===== config.mk =====
export PLATFORM = sky130hd
export DESIGN_NAME = slurm16_memory_arbiter
export DESIGN_NICKNAME = d
export VERILOG_FILES = /design/src/logic/slurm16_pkg.sv /design/src/logic/slurm16_memory_arbiter.sv
export SDC_FILE = /design/constraint.sdc
export NUM_CORES = 1
export LEC_CHECK = 0
export BUFFER_PORTS_ARGS = -buffer_cell sky130_fd_sc_hd__buf_4
export CAP_MARGIN = 15
export CORE_UTILIZATION = 21
export DETAILED_ROUTE_END_ITERATION = 8
export PLACE_DENSITY_LB_ADDON = 0.2
export SLEW_MARGIN = 20
export SYNTH_ARGS = -nofsm -noshare
export SYNTH_HDL_FRONTEND = slang
export SYNTH_SLANG_ARGS = --single-unit

===== constraint.sdc =====
create_clock -name CLK -period 0.8 [get_ports CLK]
set_input_delay 0.08 -clock CLK [delete_from_list [all_inputs] [get_ports CLK]]
set_output_delay 0.08 -clock CLK [all_outputs]
set_load 0.02 [all_outputs]

===== src/logic/slurm16_pkg.sv =====
/*
 * Shared widths and RAM depth for the slurm16 memory path,
 * and the word/byte union used by the block RAM
 */

package slurm16_pkg;

	// Data path width
	localparam int word_bits = 16;

	// Full CPU address width. The instruction port drops the top bit
	localparam int address_bits = 16;

	// Block RAM holds 2**ram_depth_bits words
	localparam int ram_depth_bits = 10;

	// Number of bytes in a word, one mask bit each
	localparam int word_bytes = word_bits / 8;

	/*
	 * One stored word, seen either whole or as bytes.
	 * bytes[0] aliases word[7:0], bytes[1] aliases word[15:8]
	 */
	typedef union packed {
		logic [word_bits - 1 : 0]       word;
		logic [word_bytes - 1 : 0][7:0] bytes;
	} mem_word_u;

endpackage


===== src/logic/slurm16_memory_arbiter.sv =====
/*
 * Memory arbiter: shares the block RAM between the CPU pipeline
 * and a read-only auxiliary port, auxiliary first
 */

`timescale 1ns/1ps

module slurm16_memory_arbiter (
	input  logic                                      CLK,
	input  logic                                      RSTb,

	// CPU pipeline, stage 1
	input  logic                                      cpu_req,
	input  logic [slurm16_pkg::address_bits - 1 : 0]   memory_address,
	input  logic [slurm16_pkg::word_bits - 1 : 0]      data_out,
	input  logic [1:0]                                wr_mask,
	input  logic                                      mem_wr,
	output logic                                      memory_success,

	// Auxiliary read port
	input  logic                                      aux_read_req,
	input  logic [slurm16_pkg::address_bits - 1 : 0]   aux_address,
	output logic                                      aux_success,
	output logic [slurm16_pkg::word_bits - 1 : 0]      aux_data,

	// Block RAM
	output logic [slurm16_pkg::ram_depth_bits - 1 : 0] ram_address,
	output logic [slurm16_pkg::word_bits - 1 : 0]      ram_wr_data,
	output logic [1:0]                                ram_wr_mask,
	output logic                                      ram_wr,
	input  logic [slurm16_pkg::word_bits - 1 : 0]      ram_rd_data
);

	logic aux_grant;
	logic cpu_grant;

	assign aux_grant = aux_read_req;
	assign cpu_grant = cpu_req && !aux_read_req;	// CPU only gets the leftover cycles

	// Only the low address bits reach the RAM
	assign ram_address = aux_grant ? aux_address[slurm16_pkg::ram_depth_bits - 1 : 0]
			: memory_address[slurm16_pkg::ram_depth_bits - 1 : 0];

	// A losing CPU write is dropped here
	assign ram_wr      = mem_wr && cpu_grant;
	assign ram_wr_data = data_out;
	assign ram_wr_mask = wr_mask;

	// RAM word goes to the aux port as is
	assign aux_data = ram_rd_data;

	// Grant outcome registered alongside the RAM read word
	always_ff @(posedge CLK) begin
		if (!RSTb) begin
			memory_success <= 1'b0;
			aux_success    <= 1'b0;
		end else begin
			memory_success <= cpu_grant;
			aux_success    <= aux_grant;
		end
	end

	// A CPU write strobe always comes with its request
	a_wr_is_cpu_grant: assert property (@(posedge CLK) disable iff (!RSTb)
			mem_wr |-> cpu_req)
		else $error("CPU write strobe without a CPU request");

endmodule


==> results_dict.tcl <==
set metrics [dict create \
    outcome "complete, no violations" \
    hold_path.class "in -> reg" \
    hold_end "aux_success" \
    die_area_sq_um 2450 \
    antenna_cells 0 \
    via_count 303 \
    ys_warn_count 0 \
    cp-start-kind "primary input" \
    crit_fanout 13 \
    finalHoldViolCount 0 \
    drt-wirelength-per-cell_microns 9.80 \
    multi_input_area_sq_um 166 \
    ys_seq_area_share_pct 8.47 \
    grt_pass1_vias 316 \
    synth_top_family_by_area "buffers and inverters" \
    relSlewSlack_pct 94.3 \
    grt_max_degree 14 \
    numPortBuffers 37 \
    clk_pin_slew_ns 0.03 \
    grt_util_all_layers_pct 6.41 \
    cts_buffers 3 \
    viasPerCell 3.70 \
    nNetsFinal 128 \
    synth_nets 121 \
    end_kind "output pin" \
    cts_tree "built" \
    p_leak_nw 0.300 \
    gp_congestion 0.619 \
    powerDensity_nw_per_um2 1140 \
    place_area_sq_um 518 \
    postSynthCellCount 50 \
    fmax_ghz 1.30 \
    finalSetupViolCount 0 \
    min-delay-start "RSTb" \
    gr-total-overflow 0 \
    fin_crit_ns 0.769 \
    drt_iter0_drc 0 \
    antenna_found_initial 0 \
    drive_above_1_share_pct 96.4 \
    grt_pass1_wl_microns 1170 \
    synth_compound_area_share_pct 0 \
    synth-simple-area-share_pct 5.82 \
    synthAdderAreaFrac_pct 0 \
    critPathBufInv 2 \
    period_share_pct 96.1 \
    tightest_slew_ns 0.0852 \
    crit_type "in -> out" \
    root_buffer "clkbuf_4" \
    critPathArrivalTime_ns 0.69 \
    drt_first_pass_iters 1 \
    place_inst 79 \
    ys_types 7 \
    ys_seq_elements 2 \
    cts.sinks 2 \
    die_x_microns 49.5 \
    fp-row-count 16 \
    syn_area_per_cell_sq_um 9.46 \
    critical_path_required_ns 0.72 \
    path_cells "buf_12 > mux2_2 > buf_4" \
    rsz0062_at_grt "no" \
    drc 0 \
    critPathMaxStageDelay_ns 0.33 \
    seqCellArea_sq_um 40.0 \
    slew_violations 0 \
    core_area_sq_um 2040 \
    synthMuxAreaShare_pct 29.4 \
    die_h_microns 49.5 \
    n_fill_cell 226 \
    synth-xor-area-share_pct 0 \
    whs_path_depth 2 \
    layoutNonFillerInstCount 82 \
    clk_path_buf_depth 2 \
    cp_top_family "multiplexers" \
    drv_cap 0 \
    postLayoutCellArea_sq_um 553 \
    antenna_left 0 \
    peakVddDrop_mv 0.404 \
    netlist_area_sq_um 473 \
    wirelength_microns 804 \
    ctsHtreeMaxLevel 1 \
    areaGrowthSynthToFinish_pct 16.9 \
    start_util_pct 23.2 \
    cp_slowest_cell "mux2_2" \
    ios 118 \
    crit_start "aux_read_req" \
]
[cell type report]
class                      count  area share, %
clock buffer                   3           4.07
timing repair buffer          37           52.5
tap                           27           6.11
sequential                     2           7.24
multi-input combinational     13           30.1
[Yosys cell counts (all sizes together)]
cell / n / area share (%)
mux2: 10 / 29
and2: 1 / 1.6
buf: 35 / 56
dfxtp: 2 / 8.5
and3b: 2 / 4.2
[how the worst max path moves through the flow]
stage | end | slack, ns | cells after the start
after floorplan | ram_address[1] | 0.18 | 2
after global placement | ram_address[9] | -0.09 | 3
after detailed placement | ram_address[0] | -0.09 | 3
after CTS | ram_address[0] | 0.02 | 3
after global routing | ram_address[7] | 0.005 | 3
final | ram_address[0] | 0.03 | 3
[sequential cells by signal, summed over array words and instances, names as in the netlist]
| signal | flops |
|---|---|
| memory_success | 1 |
| aux_success | 1 |
[kinds of logic (layout without fill, tap and decap cells)]
family / after synthesis / count (layout)
DFF: 2 / 2
muxes: 10 / 10
buffers and inverters: 35 / 40
and+or+nand+nor: 3 / 3
[cells in the final DEF, fill, tap and decap left out]
master / instances
mux2_2: 3
clkbuf_4: 3
buf_4: 36
buf_12: 1
and2_2: 1
mux2_4: 7
dfxtp_1: 2
and3b_2: 2
[power by group]
part / leakage [nW] / internal [mW] / switching, mW / total (mW)
logic: 0.269 / 0.192 / 0.114 / 0.306
clock network: 0.0138 / 0.165 / 0.0546 / 0.220
registers: 0.0166 / 0.105 / 0.00119 / 0.106
[repair_timing]
| item | CTS | global route |
|---|---|---|
| endpoints found under the setup margin | 10 | 0 |
| endpoints found under the hold margin | 0 | 0 |
| hold buffers | 0 | 0 |
| gates resized for setup | 3 | 0 |
| buffers inserted | 0 | 0 |
[routing by layer]
metal / vias up / track usage [%] / part of all wire (%)
met5: - / 0 / 0
met4: 0 / 7.62 / 1.2
met3: 4 / 4.63 / 20
met2: 32 / 9.13 / 49
met1: 129 / 5.32 / 30
li1: 138 / - / -
[metrics by stage]
step	utilization, %	hold slack [ns]	power (mW)	TNS (ns)	setup slack (ns)
2_1_floorplan	-	0.222	0.501	0	0.178
3_3_place_gp	25.4	0.160	0.409	-0.584	-0.0865
3_5_place_dp	25.4	0.160	0.413	-0.597	-0.0890
4_1_cts	27.1	0.0807	0.656	0	0.0222
5_1_grt	27.1	0.0912	0.679	0	0.00481
6_report	27.1	0.0912	0.633	0	0.0312
(Power assumes the default switching activity.)
