===== config.mk =====
export PLATFORM = sky130hd
export DESIGN_NAME = slurm16_cpu_memory_interface
export DESIGN_NICKNAME = d
export VERILOG_FILES = /design/src/logic/slurm16_pkg.sv /design/src/logic/slurm16_cpu_memory_interface.sv
export SDC_FILE = /design/constraint.sdc
export NUM_CORES = 1
export LEC_CHECK = 0
export BUFFER_PORTS_ARGS = -buffer_cell sky130_fd_sc_hd__buf_2
export CAP_MARGIN = 5
export CORE_AREA = 2 2 78 80
export CTS_BUF_LIST = sky130_fd_sc_hd__clkbuf_4 sky130_fd_sc_hd__clkbuf_8
export DETAILED_ROUTE_END_ITERATION = 10
export DIE_AREA = 0 0 80 82
export PLACE_DENSITY = 0.8
export SLEW_MARGIN = 25
export SYNTH_ARGS = -nofsm -noshare
export SYNTH_HDL_FRONTEND = slang
export SYNTH_SLANG_ARGS = --single-unit

===== constraint.sdc =====
create_clock -name CLK -period 1.25 [get_ports CLK]
set_input_delay 0.125 -clock CLK [delete_from_list [all_inputs] [get_ports CLK]]
set_output_delay 0.125 -clock CLK [all_outputs]
set_load 0.05 [all_outputs]

===== src/logic/slurm16_pkg.sv =====
/*
 * Shared widths and RAM depth for the slurm16 memory path,
 * and the word/byte union used by the block RAM
 */

package slurm16_pkg;

	// Data path width
	localparam int word_bits = 16;

	// Full CPU address width. The instruction port drops the top bit
	localparam int address_bits = 16;

	// Block RAM holds 2**ram_depth_bits words
	localparam int ram_depth_bits = 10;

	// Number of bytes in a word, one mask bit each
	localparam int word_bytes = word_bits / 8;

	/*
	 * One stored word, seen either whole or as bytes.
	 * bytes[0] aliases word[7:0], bytes[1] aliases word[15:8]
	 */
	typedef union packed {
		logic [word_bits - 1 : 0]       word;
		logic [word_bytes - 1 : 0][7:0] bytes;
	} mem_word_u;

endpackage


===== src/logic/slurm16_cpu_memory_interface.sv =====
/*
 * CPU memory interface: merges the instruction fetch and data ports
 * into one two-stage pipelined memory request, data port first,
 * and splits the returned success flag back per port
 */

`timescale 1ns/1ps

module slurm16_cpu_memory_interface (
	input  logic                                    CLK,
	input  logic                                    RSTb,

	// Instruction port
	input  logic [slurm16_pkg::address_bits - 2 : 0] instruction_memory_address,
	input  logic                                    instruction_memory_read_req,
	output logic [slurm16_pkg::word_bits - 1 : 0]    instruction_memory_data,
	output logic [slurm16_pkg::address_bits - 2 : 0] instruction_memory_address_out,
	output logic                                    instruction_memory_success,

	// Data port
	input  logic [slurm16_pkg::address_bits - 1 : 0] data_memory_address,
	input  logic [slurm16_pkg::word_bits - 1 : 0]    data_memory_in,
	input  logic                                    data_memory_read_req,
	input  logic                                    data_memory_write_req,
	input  logic [1:0]                              data_memory_wr_mask,
	output logic [slurm16_pkg::word_bits - 1 : 0]    data_memory_data_out,
	output logic                                    data_memory_success,
	output logic [1:0]                              data_memory_wr_mask_out,

	// Towards the arbiter
	output logic [slurm16_pkg::address_bits - 1 : 0] memory_address,
	output logic [slurm16_pkg::word_bits - 1 : 0]    data_out,
	output logic [1:0]                              wr_mask,
	output logic                                    mem_wr,
	output logic                                    cpu_req,
	input  logic [slurm16_pkg::word_bits - 1 : 0]    data_in,
	input  logic                                    memory_success
);

	// Flag bit positions in the stage registers
	localparam int flag_rd  = 0;	// 1 = read, 0 = write
	localparam int flag_ins = 1;	// 1 = instruction, 0 = data
	localparam int flag_req = 2;	// 1 = request present

	logic [slurm16_pkg::address_bits - 1 : 0] address_stage_1, address_stage_1_next;
	logic [slurm16_pkg::word_bits - 1 : 0]    data_stage_1, data_stage_1_next;
	logic [2:0]                              flags_stage_1, flags_stage_1_next;
	logic [1:0]                              mask_stage_1, mask_stage_1_next;

	logic [slurm16_pkg::address_bits - 1 : 0] address_stage_2;
	logic [2:0]                              flags_stage_2;
	logic [1:0]                              mask_stage_2;

	// Data port wins over instruction fetch
	always_comb begin
		address_stage_1_next = address_stage_1;	// Hold address and data when idle
		data_stage_1_next    = data_stage_1;
		flags_stage_1_next   = 3'b000;
		mask_stage_1_next    = 2'b00;

		if (data_memory_read_req || data_memory_write_req) begin
			address_stage_1_next         = data_memory_address;
			data_stage_1_next            = data_memory_in;
			flags_stage_1_next[flag_rd]  = data_memory_read_req;	// Read wins if both are set
			flags_stage_1_next[flag_ins] = 1'b0;
			flags_stage_1_next[flag_req] = 1'b1;
			mask_stage_1_next            = data_memory_wr_mask;
		end else if (instruction_memory_read_req) begin
			address_stage_1_next         = {1'b0, instruction_memory_address};	// Fetches live in the low half
			flags_stage_1_next[flag_rd]  = 1'b1;
			flags_stage_1_next[flag_ins] = 1'b1;
			flags_stage_1_next[flag_req] = 1'b1;
		end
	end

	// Stage 1 holds the request presented to the arbiter
	always_ff @(posedge CLK) begin
		if (!RSTb) begin
			address_stage_1 <= '0;
			data_stage_1    <= '0;
			flags_stage_1   <= 3'b000;
			mask_stage_1    <= 2'b00;
		end else begin
			address_stage_1 <= address_stage_1_next;
			data_stage_1    <= data_stage_1_next;
			flags_stage_1   <= flags_stage_1_next;
			mask_stage_1    <= mask_stage_1_next;
		end
	end

	// Stage 2 lines up with the registered RAM word
	always_ff @(posedge CLK) begin
		if (!RSTb) begin
			address_stage_2 <= '0;
			flags_stage_2   <= 3'b000;
			mask_stage_2    <= 2'b00;
		end else begin
			address_stage_2 <= address_stage_1;
			flags_stage_2   <= flags_stage_1;
			mask_stage_2    <= mask_stage_1;
		end
	end

	assign memory_address = address_stage_1;
	assign data_out       = data_stage_1;
	assign wr_mask        = mask_stage_1;
	assign cpu_req        = flags_stage_1[flag_req];
	assign mem_wr         = flags_stage_1[flag_req] && !flags_stage_1[flag_ins]
			&& !flags_stage_1[flag_rd];

	// Read data always shows the RAM word whether valid or not
	assign instruction_memory_data = data_in;
	assign data_memory_data_out    = data_in;

	assign instruction_memory_address_out = address_stage_2[slurm16_pkg::address_bits - 2 : 0];
	assign data_memory_wr_mask_out        = mask_stage_2;

	assign instruction_memory_success = flags_stage_2[flag_req] && flags_stage_2[flag_ins]
			&& memory_success;
	assign data_memory_success        = flags_stage_2[flag_req] && !flags_stage_2[flag_ins]
			&& memory_success;

	// A write leaving stage 1 was asked for by the data port one edge earlier
	a_wr_from_data_port: assert property (@(posedge CLK) disable iff (!RSTb)
			mem_wr |-> $past(data_memory_write_req) && !$past(data_memory_read_req))
		else $error("mem_wr without a data write request");

	// Each success traces back to the port that won the select two edges earlier
	a_fetch_success: assert property (@(posedge CLK) disable iff (!RSTb)
			instruction_memory_success |-> $past(instruction_memory_read_req, 2)
			&& !$past(data_memory_read_req || data_memory_write_req, 2))
		else $error("instruction success without a winning fetch");

	a_data_success: assert property (@(posedge CLK) disable iff (!RSTb)
			data_memory_success |-> $past(data_memory_read_req || data_memory_write_req, 2))
		else $error("data success without a data request");

endmodule


==> results of run 1 <==
final timing paths:
| check | end | slack, ns | cells after the start |
|---|---|---|---|
| max | instruction_memory_success | 0.08 | 2 |
| min | wr_mask[0] | 0.05 | 2 |
| max reg2reg | memory_address[15] | 0.28 | 2 |
| min reg2reg | data_memory_wr_mask_out[1] | 0.48 | 1 |
cells by family (layout without fill, tap and decap cells):
family                 Yosys count  in the layout  share of synthesized area [%]
DFF                             56             56                           47.3
buffers and inverters           51            131                           13.8
AOI/OAI and AO/OA               66             66                           18.9
muxes                           15             15                           6.33
and+or+nand+nor                 46             46                           13.7
layer usage:
layer	share of wire, %	up-vias
li1	-	935
met1	43	871
met2	48	93
met3	7.9	11
met4	1.1	0
met5	0	-
power by group:
part | internal, W | total [W] | switching [W]
combinational | 0.000282 | 0.000868 | 0.000586
clock | 0.000422 | 0.00100 | 0.000581
sequential | 0.00189 | 0.00194 | 0.0000500
total | 0.00260 | 0.00381 | 0.00122
flip-flops by register name, indices dropped and copies added, names as in the netlist:
signal,cells
wr_mask,2
data_out,16
flags_stage_2,2
flags_stage_1,3
memory_address,16
address_stage_2,15
data_memory_wr_mask_out,2
layout by cell type (no fill, tap or decap):
cell type and count:
o21ba_2 15, o21ai_0 17, o21a_1 2, clkinv_4 1
inv_1 1, buf_6 1, or2_2 1, or4b_1 1
clkbuf_8 5, mux2i_1 15, nor3b_4 1, nand2_1 1
dfxtp_1 54, a21oi_1 17, buf_4 13, a211oi_1 15
dfxtp_2 2, and3_1 4, clkinvlp_4 1, and2_1 19
nor2_1 2, clkbuf_4 1, or3b_1 16, nor2b_1 1
buf_2 108
through the flow:
stage               std cells  cell area (sq um)  hold slack (ns)  util, %
floorplan                 234               2390            0.252        -
global placement          380               2790            0.251     48.6
detailed placement        380               2790            0.251     48.6
CTS                       388               2890           0.0475     50.2
global route              389               2900           0.0456     50.4
finish                    389               2900           0.0543     50.4
layout make-up:
cell class                 count  area, sq um  area share (%)
tap                           75         93.8            3.24
multi-input combinational    127          935            32.3
inverter                       1         3.75           0.130
timing repair buffer         122          649            22.4
clock inverter                 2         16.3           0.561
sequential                    56         1120            38.8
clock buffer                   6         76.3            2.63
cell usage after synthesis:
cell       n  area share (%)
o21ai_0   17             3.6
clkbuf_1  15             2.4
a21oi_1   17             3.6
dfxtp_1   56              47
and2_1    19             5.0
nor2b_1    1            0.26
inv_1      1            0.16
nand2_1    1            0.16
buf_6      2            0.95
buf_4     32              10
and3_1     4             1.1
nor3b_1    1            0.32
or2_2      1            0.26
a211oi_1  15             4.7
buf_2      1            0.21
mux2i_1   15             6.3
o21ba_2   15             6.3
o21a_1     2            0.63
or3b_1    16             5.9
nor2_1     2            0.32
or4b_1     1            0.42
worst max-delay path: cells and delay by family (launching register included):
family / cells / cell delay [ns]
buffers and inverters: 1 / 0.25
flip-flops: 1 / 0.35
AND/OR/NAND/NOR: 1 / 0.15
repair_timing:
item / in CTS / in global routing
pin swaps: 0 / 1
gates resized for setup: 1 / 1
setup endpoints to repair: 1 / 1
setup buffers: 0 / 1
hold buffers: 0 / 0
==> results.sh, run 1 <==
export IMPL_wl_microns=5450
export IMPL_ys_types=21
export IMPL_synth_seq_cells=56
export IMPL_p_per_area_mw_per_mm2=1320
export IMPL_use_met3_pct=4.40
export IMPL_grt_pass1_wl_microns=8470
export IMPL_gr_total_overflow=0
export IMPL_clkLatencyLatePin_ns=0.30
export IMPL_grtUsageTotal_pct=16.6
export IMPL_fin_tns_setup_ns=0
export IMPL_crit_arrival_ns=1.05
export IMPL_cp_data_required_time_ns=1.12
export IMPL_area_growth_synth_to_final_pct=22.2
export IMPL_viasPerCell=4.91
export IMPL_min_delay_start="data_memory_wr_mask[0]"
export IMPL_maxCapViolations=0
export IMPL_drcViolationCount=0
export IMPL_grt_antenna_before_repair=0
export IMPL_syn_inst=234
export IMPL_post_drt_wl_per_cell_microns=14.0
export IMPL_outcome="finished, final reports clean"
export IMPL_die_y_microns=82
export IMPL_min_path_type="primary input to register"
export IMPL_use_met1_pct=20.7
export IMPL_period_share_pct=93.8
export IMPL_cts_root_buf="clkbuf_8"
export IMPL_crit_slowest_cell="dfxtp_1"
export IMPL_crit_path_end_kind="output port"
export IMPL_gp_congestion=0.737
export IMPL_initial_utilization_pct=41.3
export IMPL_syn_nets=305
export IMPL_die_width_microns=80
export IMPL_syn_cell_area_sq_mm=0.00237
export IMPL_syn_area_per_cell_sq_um=10.1
export IMPL_dieArea_sq_mm=0.00656
export IMPL_worstReg2RegStart="memory_address[15]"
export IMPL_grt_pass1_vias=1769
export IMPL_antenna_cells=0
export IMPL_coreArea_sq_mm=0.00575
export IMPL_rsz0062_at_grt="false"
export IMPL_postRouteAntennaNets=0
export IMPL_grt_max_degree=26
export IMPL_worst_pin_slew_ns=0.274
export IMPL_nFillCells=541
export IMPL_drive_gt1_share_pct=47.5
export IMPL_crit_start="flags_stage_2[2]"
export IMPL_critPathMaxFanout=2
export IMPL_period_needed_ns=1.17
export IMPL_yosysWarnings=0
export IMPL_critPathKind="register to output port"
export IMPL_clkSlewWorstSetupHoldPaths_ns=0.10
export IMPL_max_clock_freq_ghz=0.853
export IMPL_slew_headroom_pct=81.7
export IMPL_max_stage_delay_ns=0.35
export IMPL_hpwl_microns=4040
export IMPL_finalPower_w=0.00381
export IMPL_crit_chain="and3_1 -> buf_2"
export IMPL_yosysSeqAreaShare_pct=47.3
export IMPL_final_setup_skew_ns=0.00474
export IMPL_drt_iter0_drc=65
export IMPL_cts_tree="yes"
export IMPL_io_buffer_count=109
export IMPL_io_pins=158
export IMPL_clock_sinks=56
export IMPL_place_ws_ns=0.179
export IMPL_htreeDepth=2
export IMPL_cts_buffers=5
export IMPL_final_nets=384
export IMPL_num_vias=1910
export IMPL_grtUsageMet2_pct=27.6
export IMPL_vdd_drop_max_mv=0.607
export IMPL_first_pass_iters=4
export IMPL_hold_viol_final=0
export IMPL_leakagePower_nw=1.38
export IMPL_critical_path_startpoint_type="register"
export IMPL_final_setup_viol_count=0
export IMPL_finalWorstSetupSlack_ns=0.0777
export IMPL_slew_violations=0
export IMPL_rows=28
export IMPL_grt_busiest_layer="met2"
export IMPL_cts_path_max_buffers=2
Note: power is estimated with default switching activity, not from simulation.
==> run 2, diff against run 1 <==
GPL_TIMING_DRIVEN = 0   (was not set)
REMOVE_ABC_BUFFERS = 1   (was not set)
==> run 2 against run 1 <==
  * Setup slack better by 0.012 ns
  * Core utilization is 1.3 points lower
  * Fmax is 1.1% higher
  * Critical endpoint is now mem_wr
  * Highest routed layer unchanged
==> results.sh, run 2 (synthesized netlist as in run 1, its figures left out) <==
export IMPL_outcome="finished, final reports clean"
export IMPL_finalPower_w=0.00398
export IMPL_critPathKind="register to output port"
export IMPL_initial_utilization_pct=41.3
export IMPL_drive_gt1_share_pct=45.2
export IMPL_coreArea_sq_mm=0.00575
export IMPL_rows=28
export IMPL_die_width_microns=80
export IMPL_postCtsSetupBuffers=0
export IMPL_slew_headroom_pct=61.5
export IMPL_cts_root_buf="clkbuf_8"
export IMPL_cts_path_max_buffers=2
export IMPL_most_common_layout_cells="buf_2, dfxtp_1, and2_1, o21ai_0, a21oi_1"
export IMPL_area_growth_synth_to_final_pct=19.0
export IMPL_rsz0062_at_grt="false"
export IMPL_holdPathStages=2
export IMPL_final_nets=371
export IMPL_grt_antenna_before_repair=0
export IMPL_maxCapViolations=0
export IMPL_min_delay_start="data_memory_wr_mask[1]"
export IMPL_wl_met1_microns=2490
export IMPL_period_share_pct=92.8
export IMPL_p_per_area_mw_per_mm2=1410
export IMPL_multi_input_area_sq_um=936
export IMPL_final_setup_skew_ns=0.00699
export IMPL_critPathMaxFanout=2
export IMPL_clkSlewWorstSetupHoldPaths_ns=0.11
export IMPL_slew_violations=0
export IMPL_final_common_cell="buf_2"
export IMPL_fin_tns_setup_ns=0
export IMPL_cts_tree="yes"
export IMPL_min_path_type="primary input to register"
export IMPL_top_layer="met4"
export IMPL_worst_pin_slew_ns=0.577
export IMPL_leakagePower_nw=1.33
export IMPL_dr_wl_met3_microns=806
export IMPL_reg2reg_to="memory_address[15]"
export IMPL_met2_length_microns=2290
export IMPL_crit_start="flags_stage_1[1]"
export IMPL_first_pass_iters=4
export IMPL_htreeDepth=2
export IMPL_cp_data_required_time_ns=1.12
export IMPL_final_area_sq_mm=0.00282
export IMPL_grt_max_degree=53
export IMPL_final_setup_viol_count=0
export IMPL_grtUsageTotal_pct=17.4
export IMPL_worstReg2RegStart="memory_address[15]"
export IMPL_drt_iter0_drc=65
export IMPL_num_vias=1881
export IMPL_hpwl_microns=3780
export IMPL_grt_pass1_wl_microns=8750
export IMPL_reg2regPathDepth=2
export IMPL_period_needed_ns=1.16
export IMPL_clock_sinks=56
export IMPL_crit_path_end_kind="output port"
export IMPL_io_buffer_count=109
export IMPL_seqCellArea_sq_mm=0.00112
export IMPL_grt_pass1_vias=1747
export IMPL_r2r_slack_ns=0.26
export IMPL_fin_hold_ws_ns=0.0403
export IMPL_wl_microns=5650
export IMPL_place_ws_ns=-0.311
export IMPL_gr_total_overflow=0
export IMPL_cts_buffers=5
export IMPL_crit_arrival_ns=1.03
export IMPL_antenna_cells=0
export IMPL_postCtsResizedCells=1
export IMPL_critical_path_startpoint_type="register"
export IMPL_min_to="wr_mask[1]"
export IMPL_postRouteAntennaNets=0
export IMPL_hold_viol_final=0
export IMPL_max_clock_freq_ghz=0.862
export IMPL_vdd_drop_max_mv=0.787
export IMPL_hold_buffers=0
export IMPL_gp_congestion=0.688
export IMPL_die_y_microns=82
export IMPL_io_pins=158
export IMPL_dieArea_sq_mm=0.00656
export IMPL_drcViolationCount=0
export IMPL_finalWorstSetupSlack_ns=0.0902
export IMPL_post_dp_cell_area_sq_mm=0.00269
export IMPL_viasPerCell=5.00
export IMPL_post_drt_wl_per_cell_microns=15.0
export IMPL_clkLatencyLatePin_ns=0.31
export IMPL_nFillCells=568
-- run 2: final cells by class --
type	instances	share of cell area [%]
clock buffer	5	2.44
clock inverter	3	1.68
inverter	1	0.133
multi-input combinational	127	33.1
sequential	56	39.7
tap	75	3.32
timing repair buffer	109	19.6
-- run 2: through the flow --
| step | instances | util, % |
|---|---|---|
| 2_1_floorplan | 184 | - |
| 3_3_place_gp | 368 | 46.8 |
| 3_5_place_dp | 368 | 46.8 |
| 4_1_cts | 376 | 48.9 |
| 5_1_grt | 376 | 49.2 |
| 6_report | 376 | 49.2 |
-- run 2: power breakdown --
group / switching (W) / internal, W
Sequential: 0.0000470 / 0.00189
Clock: 0.000601 / 0.000604
Combinational: 0.000579 / 0.000253
-- run 2: worst max-delay path, stage by stage (launching register included) --
cell	delay, ns
dfxtp_1	0.33
nor3b_2	0.18
buf_4	0.22
-- run 2: worst max-delay path by stage --
stage,endpoint,slack (ns),cells past startpoint
after floorplan,mem_wr,-0.72,1
after global placement,memory_address[13],-0.58,3
after detailed placement,memory_address[10],-0.31,3
after CTS,mem_wr,0.02,2
after global routing,instruction_memory_success,0.03,2
final,mem_wr,0.09,2
-- run 2: per-layer routing --
metal | global-route usage, % | vias to the layer above
li1 | - | 916
met1 | 22.5 | 838
met2 | 23.9 | 121
met3 | 10.3 | 6
met4 | 4.58 | 0
met5 | 7.50 | -
==> run 3, diff against run 2 <==
==> constraint.sdc (replaced) <==
create_clock -name CLK -period 1.25 [get_ports CLK]
set_input_delay 0 -clock CLK [delete_from_list [all_inputs] [get_ports CLK]]
set_output_delay 0 -clock CLK [all_outputs]
set_load 0.05 [all_outputs]
==> run 3 against run 2 <==
  * Clock skew decreased by 0.0020 ns
  * Non-clock buffer count increased by 19
  * Sequential power about the same
  * Register-to-register slack about the same
  * Global-route usage increased by 0.95 points
  * Critical endpoint unchanged
  * Largest cell class unchanged
  * Largest power group unchanged
==> results.sh, run 3 (synthesized netlist as in run 1, its figures left out) <==
export IMPL_coreArea_sq_mm=0.00575
export IMPL_place_inst=368
export IMPL_drcViolationCount=0
export IMPL_drive_gt1_share_pct=42.2
export IMPL_cts_tree="yes"
export IMPL_clkSlewWorstSetupHoldPaths_ns=0.10
export IMPL_maxCapViolations=0
export IMPL_wl_met1_microns=2600
export IMPL_period_needed_ns=1.13
export IMPL_crit_arrival_ns=1.13
export IMPL_critPathKind="register to output port"
export IMPL_rows=28
export IMPL_period_share_pct=90.7
export IMPL_slew_violations=0
export IMPL_grt_pass1_wl_microns=9230
export IMPL_max_clock_freq_ghz=0.882
export IMPL_top_layer="met5"
export IMPL_cp_data_required_time_ns=1.25
export IMPL_antenna_cells=0
export IMPL_postCtsResizedCells=0
export IMPL_drt_iter0_drc=51
export IMPL_most_common_layout_cells="buf_2, dfxtp_1, and2_1, dlygate4sd3_1"
export IMPL_critPathMaxFanout=3
export IMPL_wl_microns=5920
export IMPL_post_drt_wl_per_cell_microns=15.0
export IMPL_cts_buffers=5
export IMPL_min_path_type="primary input to output port"
export IMPL_clkLatencyLatePin_ns=0.30
export IMPL_hold_viol_final=0
export IMPL_crit_path_end_kind="output port"
export IMPL_area_growth_synth_to_final_pct=26.3
export IMPL_critical_path_startpoint_type="register"
export IMPL_first_pass_iters=4
export IMPL_gp_congestion=0.688
export IMPL_die_width_microns=80
export IMPL_grt_antenna_before_repair=0
export IMPL_r2r_slack_ns=0.26
export IMPL_seqCellArea_sq_mm=0.00112
export IMPL_final_setup_skew_ns=0.00496
export IMPL_worstReg2RegStart="memory_address[15]"
export IMPL_worst_pin_slew_ns=0.846
export IMPL_outcome="finished, final reports clean"
export IMPL_initial_utilization_pct=41.3
export IMPL_final_setup_viol_count=0
export IMPL_cts_root_buf="clkbuf_8"
export IMPL_fin_util_pct=52.2
export IMPL_hpwl_microns=3780
export IMPL_io_buffer_count=109
export IMPL_min_delay_start="data_in[10]"
export IMPL_met2_length_microns=2480
export IMPL_hold_buffers=19
export IMPL_vdd_drop_max_mv=0.802
export IMPL_p_per_area_mw_per_mm2=1340
export IMPL_num_vias=1953
export IMPL_gr_total_overflow=0
export IMPL_nFillCells=544
export IMPL_postRouteAntennaNets=0
export IMPL_grt_pass1_vias=1834
export IMPL_grtUsageTotal_pct=18.4
export IMPL_dr_wl_met3_microns=747
export IMPL_htreeDepth=2
export IMPL_leakagePower_nw=1.40
export IMPL_rsz0062_at_grt="false"
export IMPL_viasPerCell=4.94
export IMPL_postCtsSetupBuffers=0
export IMPL_io_pins=158
export IMPL_fin_cells=395
export IMPL_dieArea_sq_mm=0.00656
export IMPL_multi_input_area_sq_um=926
export IMPL_clock_sinks=56
export IMPL_final_common_cell="buf_2"
export IMPL_slew_headroom_pct=43.6
export IMPL_crit_start="flags_stage_1[2]"
export IMPL_die_y_microns=82
export IMPL_grt_max_degree=53
export IMPL_final_nets=390
export IMPL_cts_path_max_buffers=2
## run 3: cell types whose count changed in the layout (fill, tap and decap cells not counted), sizes merged
| cell | previous run | this run |
|---|---|---|
| clkbuf | 7 | 5 |
| dlygate4sd3 | 0 | 19 |
| buf | 107 | 109 |
## run 3: area by class of cell
cell class	instances	area share, %
Multi-Input combinational cell	127	30.9
Timing Repair Buffer	128	24.6
Clock inverter	3	1.59
Clock buffer	5	2.30
Tap cell	75	3.13
Inverter	1	0.125
Sequential cell	56	37.4
## run 3: final timing paths
kind,cells past startpoint,endpoint
min reg2reg,1,flags_stage_2[1]
min,0,instruction_memory_data[10]
max,2,mem_wr
max reg2reg,2,memory_address[15]
## run 3: routing by layer
layer  global-route usage (%)  up-vias
met5                     7.50        -
met4                     4.75        2
met3                     10.3        8
met2                     26.4      116
met1                     23.2      877
li1                         -      950
## run 3: power by group
part           switching, W  internal (W)
clock network      0.000603      0.000604
registers         0.0000470       0.00189
logic              0.000588      0.000288
## run 3: stage by stage
step / total power [W] / cell area (sq um) / setup WS (ns) / hold slack (ns) / setup TNS [ns]
finish: 0.00402 / 3000 / 0.116 / 0.000497 / 0
global route: 0.00421 / 3000 / 0.0169 / 0.000452 / 0
CTS: 0.00407 / 3000 / 0.0992 / 0.000551 / 0
detailed placement: 0.00281 / 2690 / -0.186 / 0.000551 / -4.24
global placement: 0.00279 / 2690 / -0.459 / 0.000551 / -8.19
floorplan: 0.00253 / 2050 / -0.594 / 0 / -0.620
## run 3: worst max-delay path, cell delays in order, from the launching register on
cell and delay [ns]:
dfxtp_1 0.34, nor3b_1 0.19, buf_2 0.30
